### config.mk
export PLATFORM = sky130hd
export DESIGN_NAME = dual_issue_top
export DESIGN_NICKNAME = d
export VERILOG_FILES = /design/src/design/issue_pkg.sv /design/src/design/inst_rom.sv /design/src/design/steer_unit.sv /design/src/design/issue_ctrl.sv /design/src/design/issue_regs.sv /design/src/design/dual_issue_top.sv
export SDC_FILE = /design/constraint.sdc
export NUM_CORES = 1
export LEC_CHECK = 0
export ABC_AREA = 1
export BUFFER_PORTS_ARGS = -buffer_cell sky130_fd_sc_hd__buf_2
export CORE_ASPECT_RATIO = 0.7
export CORE_MARGIN = 5
export CORE_UTILIZATION = 40
export DETAILED_ROUTE_END_ITERATION = 8
export PLACE_DENSITY = 0.76
export SETUP_SLACK_MARGIN = 0.3
export SLEW_MARGIN = 20
export SYNTH_ARGS = -nofsm -noshare
export SYNTH_HDL_FRONTEND = slang
export SYNTH_SLANG_ARGS = --single-unit
### constraint.sdc
create_clock -name clk -period 1.35 [get_ports clk]
set_clock_uncertainty 0.1 [all_clocks]
set_input_delay 0 -clock clk [delete_from_list [all_inputs] [get_ports clk]]
set_output_delay 0 -clock clk [all_outputs]
set_load 0.1 [all_outputs]
### src/program.hex
// four 32-bit instruction words per line, hex, starting at address 0.
// opcode in bits 31:26, pairs at even addresses cover every class pairing.
04221000 84430004 80650008 C800000C
0C812000 C0000010 80A60010 84A70014
44C80005 4CC90007 88EA0018 48EB0003
C4000020 8D0C001C 11221000 05231000
09442000 45450009 00000000 C0000030
80660000 00000000 00000000 00000000
4DA3000F 51A40002 8C270020 88280024
C8000008 80E90028 10A31000 C4000004
09C41000 85CA002C 0DC51000 49C60001
89CB0030 C0000002 51E70003 45E80004
05F21000 4DF30006 8DF40034 09F51000
C4000014 C800001C 80B60038 84B7003C
45090001 490A0002 00000000 8C2B0040
C0000000 00000000 0D2C1000 81330044
11341000 51350005 84360048 88370050
05381000 C8000018 80390054 C4000010

### src/design/issue_pkg.sv
package issue_pkg;

  localparam int inst_width = 32;

  // opcode field of an instruction word.
  localparam int opcode_msb = 31;
  localparam int opcode_lsb = 26;
  localparam int opcode_width = opcode_msb - opcode_lsb + 1;

  // the top two opcode bits select the group.
  typedef enum logic [opcode_width-1:0] {
    op_nop   = 6'b000000,
    op_add   = 6'b000001,
    op_sub   = 6'b000010,
    op_cmp   = 6'b000011,
    op_test  = 6'b000100,
    op_addi  = 6'b010001,
    op_subi  = 6'b010010,
    op_cmpi  = 6'b010011,
    op_testi = 6'b010100,
    op_lw    = 6'b100000,
    op_sw    = 6'b100001,
    op_la    = 6'b100010,
    op_sa    = 6'b100011,
    op_jmp   = 6'b110000,
    op_jo    = 6'b110001,
    op_je    = 6'b110010
  } opcode_t;

  typedef enum logic [1:0] {
    class_dont_care = 2'b00,
    class_branch    = 2'b01,
    class_memory    = 2'b10
  } pipe_class_t;

  localparam logic [inst_width-1:0] nop_inst = '0;

  // pipe class of one instruction word.
  function automatic pipe_class_t classify(input logic [inst_width-1:0] inst);
    logic [opcode_width-1:0] op;
    pipe_class_t cls;
    op = inst[opcode_msb:opcode_lsb];
    case (op[opcode_width-1 -: 2])
      2'b00, 2'b01: begin // alu ops, flag setters go with the branch.
        if (op == op_cmp || op == op_test || op == op_cmpi || op == op_testi)
          cls = class_branch;
        else
          cls = class_dont_care;
      end
      2'b10: cls = class_memory;
      default: cls = class_branch;
    endcase
    return cls;
  endfunction

endpackage

### src/design/inst_rom.sv
`timescale 1ns/10ps

module inst_rom
  import issue_pkg::*;
#(
  parameter int addr_width = 6
) (
  input  logic [addr_width-1:0] pc,
  output logic [inst_width-1:0] inst0,
  output logic [inst_width-1:0] inst1
);

  localparam int depth = 2 ** addr_width;

  logic [inst_width-1:0] mem [0:depth-1];
  logic [addr_width-1:0] pc_plus1;

  initial begin
    $readmemh("/design/src/program.hex", mem);
  end

  // wraps at the top of the rom.
  assign pc_plus1 = pc + addr_width'(1);

  assign inst0 = mem[pc];
  assign inst1 = mem[pc_plus1];

endmodule

### src/design/steer_unit.sv
`timescale 1ns/10ps

module steer_unit
  import issue_pkg::*;
#(
  parameter int addr_width = 6
) (
  input  logic [inst_width-1:0] inst0,
  input  logic [inst_width-1:0] inst1,
  input  logic [addr_width-1:0] pc,
  input  logic                  second_half,
  output logic [inst_width-1:0] slot_a_inst,
  output logic [inst_width-1:0] slot_b_inst,
  output logic [addr_width-1:0] slot_a_pc,
  output logic [addr_width-1:0] slot_b_pc,
  output logic                  split,
  output logic                  older_in_b
);

  pipe_class_t class0;
  pipe_class_t class1;
  logic [addr_width-1:0] pc0;
  logic [addr_width-1:0] pc1;

  assign class0 = classify(inst0);
  assign class1 = classify(inst1);

  assign pc0 = pc;
  assign pc1 = pc + addr_width'(1);

  always_comb begin
    case ({class0, class1})
      {class_branch, class_branch}: begin
        // one word per cycle into slot a.
        slot_b_inst = nop_inst;
        slot_b_pc   = '0;
        older_in_b  = 1'b0;
        if (!second_half) begin
          slot_a_inst = inst0;
          slot_a_pc   = pc0;
          split       = 1'b1;
        end else begin
          slot_a_inst = inst1;
          slot_a_pc   = pc1;
          split       = 1'b0;
        end
      end
      {class_memory, class_memory}: begin
        slot_a_inst = nop_inst;
        slot_a_pc   = '0;
        older_in_b  = 1'b1; // the live word sits in b.
        if (!second_half) begin
          slot_b_inst = inst0;
          slot_b_pc   = pc0;
          split       = 1'b1;
        end else begin
          slot_b_inst = inst1;
          slot_b_pc   = pc1;
          split       = 1'b0;
        end
      end
      {class_memory, class_branch}: begin
        slot_a_inst = inst1;
        slot_a_pc   = pc1;
        slot_b_inst = inst0;
        slot_b_pc   = pc0;
        split       = 1'b0;
        older_in_b  = 1'b1;
      end
      {class_memory, class_dont_care}: begin
        slot_a_inst = inst1;
        slot_a_pc   = pc1;
        slot_b_inst = inst0;
        slot_b_pc   = pc0;
        split       = 1'b0;
        older_in_b  = 1'b1;
      end
      {class_dont_care, class_branch}: begin
        slot_a_inst = inst1;
        slot_a_pc   = pc1;
        slot_b_inst = inst0;
        slot_b_pc   = pc0;
        split       = 1'b0;
        older_in_b  = 1'b1;
      end
      default: begin
        // already in program order.
        slot_a_inst = inst0;
        slot_a_pc   = pc0;
        slot_b_inst = inst1;
        slot_b_pc   = pc1;
        split       = 1'b0;
        older_in_b  = 1'b0;
      end
    endcase
  end

endmodule

### src/design/issue_ctrl.sv
`timescale 1ns/10ps

module issue_ctrl #(
  parameter int addr_width = 6,
  parameter int id_width   = 8
) (
  input  logic                  clk,
  input  logic                  reset,
  input  logic                  stall,
  input  logic                  redirect,
  input  logic [addr_width-1:0] redirect_pc,
  input  logic                  split,
  output logic [addr_width-1:0] pc,
  output logic                  second_half,
  output logic                  issue_en,
  output logic                  flush,
  output logic [id_width-1:0]   cycle_count
);

  typedef enum logic {
    st_pair,
    st_second
  } state_t;

  state_t state;
  state_t state_next;

  // redirect wins over stall.
  assign issue_en    = !redirect && !stall;
  assign flush       = redirect;
  assign second_half = (state == st_second);

  always_comb begin
    state_next = state;
    if (redirect) begin
      state_next = st_pair;
    end else if (issue_en) begin
      if (split)
        state_next = st_second;
      else
        state_next = st_pair;
    end
  end

  always_ff @(posedge clk) begin
    if (reset) begin
      state <= st_pair;
    end else begin
      state <= state_next;
    end
  end

  always_ff @(posedge clk) begin
    if (reset) begin
      pc <= '0;
    end else if (redirect) begin
      pc <= redirect_pc;
    end else if (issue_en && !split) begin
      pc <= pc + addr_width'(2); // pair consumed.
    end
  end

  always_ff @(posedge clk) begin
    if (reset) begin
      cycle_count <= '0;
    end else if (issue_en) begin
      cycle_count <= cycle_count + id_width'(1);
    end
  end

endmodule

### src/design/issue_regs.sv
`timescale 1ns/10ps

module issue_regs
  import issue_pkg::*;
#(
  parameter int addr_width = 6,
  parameter int id_width   = 8
) (
  input  logic                  clk,
  input  logic                  reset,
  input  logic                  issue_en,
  input  logic                  flush,
  input  logic [id_width-1:0]   cycle_count,
  input  logic [inst_width-1:0] slot_a_inst,
  input  logic [inst_width-1:0] slot_b_inst,
  input  logic [addr_width-1:0] slot_a_pc,
  input  logic [addr_width-1:0] slot_b_pc,
  input  logic                  older_in_b,
  output logic                  a_valid,
  output logic [inst_width-1:0] a_inst,
  output logic [addr_width-1:0] a_pc,
  output logic [id_width:0]     a_id,
  output logic                  b_valid,
  output logic [inst_width-1:0] b_inst,
  output logic [addr_width-1:0] b_pc,
  output logic [id_width:0]     b_id
);

  always_ff @(posedge clk) begin
    if (reset || flush) begin
      a_valid <= 1'b0;
      b_valid <= 1'b0;
    end else if (issue_en) begin
      a_valid <= (slot_a_inst != nop_inst);
      b_valid <= (slot_b_inst != nop_inst);
    end
  end

  // order bit 0 marks the older word.
  always_ff @(posedge clk) begin
    if (issue_en) begin
      a_inst <= slot_a_inst;
      a_pc   <= slot_a_pc;
      a_id   <= {cycle_count, older_in_b};
      b_inst <= slot_b_inst;
      b_pc   <= slot_b_pc;
      b_id   <= {cycle_count, !older_in_b};
    end
  end

endmodule

### src/design/dual_issue_top.sv
`timescale 1ns/10ps

module dual_issue_top
  import issue_pkg::*;
#(
  parameter int addr_width = 6,
  parameter int id_width   = 8
) (
  input  logic                  clk,
  input  logic                  reset,
  input  logic                  stall,
  input  logic                  redirect,
  input  logic [addr_width-1:0] redirect_pc,
  output logic                  a_valid,
  output logic [inst_width-1:0] a_inst,
  output logic [addr_width-1:0] a_pc,
  output logic [id_width:0]     a_id,
  output logic                  b_valid,
  output logic [inst_width-1:0] b_inst,
  output logic [addr_width-1:0] b_pc,
  output logic [id_width:0]     b_id
);

  logic [addr_width-1:0] pc;
  logic                  second_half;
  logic                  issue_en;
  logic                  flush;
  logic [id_width-1:0]   cycle_count;
  logic [inst_width-1:0] inst0;
  logic [inst_width-1:0] inst1;
  logic [inst_width-1:0] slot_a_inst;
  logic [inst_width-1:0] slot_b_inst;
  logic [addr_width-1:0] slot_a_pc;
  logic [addr_width-1:0] slot_b_pc;
  logic                  split;
  logic                  older_in_b;

  issue_ctrl #(
    .addr_width (addr_width),
    .id_width   (id_width)
  ) issue_ctrl_i (
    .clk         (clk),
    .reset       (reset),
    .stall       (stall),
    .redirect    (redirect),
    .redirect_pc (redirect_pc),
    .split       (split),
    .pc          (pc),
    .second_half (second_half),
    .issue_en    (issue_en),
    .flush       (flush),
    .cycle_count (cycle_count)
  );

  inst_rom #(
    .addr_width (addr_width)
  ) inst_rom_i (
    .pc    (pc),
    .inst0 (inst0),
    .inst1 (inst1)
  );

  steer_unit #(
    .addr_width (addr_width)
  ) steer_unit_i (
    .inst0       (inst0),
    .inst1       (inst1),
    .pc          (pc),
    .second_half (second_half),
    .slot_a_inst (slot_a_inst),
    .slot_b_inst (slot_b_inst),
    .slot_a_pc   (slot_a_pc),
    .slot_b_pc   (slot_b_pc),
    .split       (split),
    .older_in_b  (older_in_b)
  );

  issue_regs #(
    .addr_width (addr_width),
    .id_width   (id_width)
  ) issue_regs_i (
    .clk         (clk),
    .reset       (reset),
    .issue_en    (issue_en),
    .flush       (flush),
    .cycle_count (cycle_count),
    .slot_a_inst (slot_a_inst),
    .slot_b_inst (slot_b_inst),
    .slot_a_pc   (slot_a_pc),
    .slot_b_pc   (slot_b_pc),
    .older_in_b  (older_in_b),
    .a_valid     (a_valid),
    .a_inst      (a_inst),
    .a_pc        (a_pc),
    .a_id        (a_id),
    .b_valid     (b_valid),
    .b_inst      (b_inst),
    .b_pc        (b_pc),
    .b_id        (b_id)
  );

endmodule

==> flow_summary_export.csv <==
group,metric,value,unit
status,status,"complete, no violations",
timing,rsz0062_at_grt,"true",
detailed_routing,first_pass_iters,4,
detailed_routing,drtIter0Drc,43,
critical_path,r2r_cells,4,
clock_tree,cts_made_buffers,5,
global_route,track_usage,11.0,%
timing,timing.fmax,822,MHz
worst_hold_path,hold_path_end,"issue_regs_i.b_id[8]$_DFFE_PP_",
power_and_ir_drop,p_leak,1.11,nW
final_layout,n_antenna_cell,0,
timing,finalHoldViolCount,0,
detailed_routing,via_count,1265,
final_layout,final_common_cell,"conb_1",
clock_tree,cts_tree,"done",
critical_path,cp-start-kind,"register",
placed_design,postPlaceCellArea,1940,um^2
final_layout,fin_area,2400,um^2
timing,setup_viol,0,
critical_path,endpoint_kind,"register",
critical_path,worst-endpoint-required,1.28,ns
yosys,seq_area_frac_synth,45.9,%
timing,period_share,90.1,%
critical_path,path_max_fanout,4,
critical_path,r2r-end,"issue_regs_i.b_pc[4]$_DFFE_PP_",
worst_hold_path,hp-class,"primary input to register",
critical_path,crit_arrival,1.15,ns
detailed_routing,postRouteAntennaNets,0,
detailed_routing,wl_per_cell,11.7,um
detailed_routing,totalWireLength,3.70,mm
floorplan,placementRows,21,
power_and_ir_drop,p_per_area,1330,nW/um^2
global_route,grt_pass1_vias,1174,
floorplan,fp.dieH,68.0,um
critical_path,r2r-start,"issue_ctrl_i.pc[1]$_SDFFE_PP0P_",
final_layout,layout-drive-gt1-share,32.9,%
global_route,grt_max_degree,18,
floorplan,dieArea,6310,um^2
final_layout,flow.area_growth_from_synthesis,25.0,%
yosys,synth_warnings,0,
clock_tree,insertion_delay,0.29,ns
clock_tree,clk_pin_slew,0.07,ns
placed_design,place_congestion,0.829,
floorplan,fp.coreArea,4700,um^2
yosys,synth_cells,202,
yosys,yosys.cell_types.count,20,
clock_tree,cts.sinks,34,
detailed_routing,post-route-drc-count,0,
yosys,ys_ff_latch,34,
timing,finalMaxSlewViolations,0,
global_route,antenna_found_initial,0,
critical_path,r2r_setup_slack,0.13,ns
yosys,syn_area,1920,um^2
detailed_routing,detail_route.vias_per_cell,4.02,
placed_design,portBuffers,37,
final_layout,nets,270,
final_layout,final_cell_mix,"conb_1 (68), nand2_1 (24), buf_6 (21)",
yosys,synth.avg_cell_area,9.51,um^2
global_route,grt_overflow,0,
worst_hold_path,hp-start,"stall",
critical_path,worst-setup-path-type,"register to register",
floorplan,die_w,92.8,um
run,cap_violations,0,
timing,fin_setup_tns,0,ns
placed_design,dp_hpwl,2.48,mm
power_and_ir_drop,vdd_drop_max,459,uV
clock_tree,cts.htree.levels,2,
global_route,grt_pass1_wl,5.29,mm
clock_tree,clk_path_buf_depth,2,
clock_tree,cts_root_buf,"clkbuf_8",
worst_hold_path,hold_depth,2,
final_layout,final_cells,315,
placed_design,dp.cells,289,
timing,min_period,1.22,ns
floorplan,io_pins,106,
floorplan,start_util,40.8,%
[worst max-delay path, stage by stage, from the launching register on]
cell and delay [ns]:
dfxtp_4 0.37, buf_4 0.12, ha_4 0.14, nand3_2 0.08
xor2_1 0.16
[metrics by stage]
step	setup slack, ns	power [mW]	hold slack [ns]	utilization [%]
final	0.133	3.19	0.00472	51.0
after CTS	0.161	3.18	-0.0196	48.3
after floorplan	0.0236	2.52	-0.0309	-
after detailed placement	0.0992	2.42	0.174	41.3
after global routing	0.0941	3.29	0.00679	51.0
after global placement	0.120	2.41	0.164	41.3
[flip-flops by register name, summed over array words and instances (netlist names)]
register / cells
issue_regs_i.b_pc: 6
issue_regs_i.b_id: 8
issue_ctrl_i.pc: 6
issue_ctrl_i.cycle_count: 8
issue_regs_i.a_pc: 6
[routing by layer]
layer,vias up,global-route usage [%],part of all wire (%),routed length [um]
met3,8,3.52,8.1,300
met4,0,6.76,2.2,80
met2,63,17.2,49,1810
met5,-,0,0,0
li1,618,-,-,-
met1,576,13.3,41,1510
[power breakdown]
part,internal (mW),switching [mW]
registers,1.14,0.0378
clock network,0.354,0.357
logic,0.140,1.17
total,1.63,1.56
[Yosys cell counts]
master	number	area, um^2
buf_4	77	578
nand2_1	26	97.6
edfxtp_1	20	601
dfxtp_1	14	280
inv_1	14	52.6
nor2_1	11	41.3
a21oi_1	7	35.0
nand3_1	7	35.0
o21ai_0	6	30.0
xor2_1	5	43.8
ha_1	3	37.5
nand4_1	2	12.5
nor2_4	2	22.5
o21a_1	2	15.0
a31oi_1	1	6.26
conb_1	1	3.75
inv_2	1	3.75
nand2_2	1	6.26
nor2_2	1	6.26
o211ai_2	1	12.5
[area by class of cell]
| class | instances | area (um^2) |
|---|---|---|
| clock buffer | 6 | 72.6 |
| tap | 57 | 71.3 |
| fill | 399 | 2300 |
| inverter | 15 | 56.3 |
| clock inverter | 2 | 8.76 |
| sequential | 34 | 911 |
| timing repair buffer | 58 | 514 |
| multi-input combinational | 143 | 766 |
[what timing repair did]
item | 4_1_cts | 5_1_grt
resized for setup | 39 | 31
setup endpoints to repair | 39 | 30
setup buffers | 7 | 2
pin swaps | 5 | 8
hold buffers | 9 | 0
hold endpoints to repair | 12 | 0
[how the worst max path moves through the flow]
stage                                                    end  cells past startpoint                                     start
finish                        issue_regs_i.b_pc[4]$_DFFE_PP_                      4           issue_ctrl_i.pc[1]$_SDFFE_PP0P_
global route        issue_ctrl_i.cycle_count[6]$_SDFFE_PP0P_                      6  issue_ctrl_i.cycle_count[0]$_SDFFE_PP0P_
CTS                           issue_regs_i.b_pc[5]$_DFFE_PP_                      5           issue_ctrl_i.pc[1]$_SDFFE_PP0P_
detailed placement            issue_regs_i.b_pc[5]$_DFFE_PP_                      5           issue_ctrl_i.pc[1]$_SDFFE_PP0P_
global placement              issue_regs_i.b_pc[5]$_DFFE_PP_                      5           issue_ctrl_i.pc[1]$_SDFFE_PP0P_
floorplan                                            b_id[1]                      1            issue_regs_i.b_id[1]$_DFFE_PP_
[kinds of logic (layout without fill, tap and decap cells)]
| group | Yosys count | in the layout | synth area share [%] |
|---|---|---|---|
| buffers and inverters | 92 | 81 | 33.0 |
| adder cells (fa/ha/maj) | 3 | 3 | 1.95 |
| flip-flops | 34 | 34 | 45.9 |
| AND/OR/NAND/NOR | 50 | 50 | 11.5 |
| AO/OA/AOI/OAI | 17 | 17 | 5.15 |
| other | 1 | 68 | 0.195 |
| XOR/XNOR | 5 | 5 | 2.28 |
(Power assumes the default switching activity.)
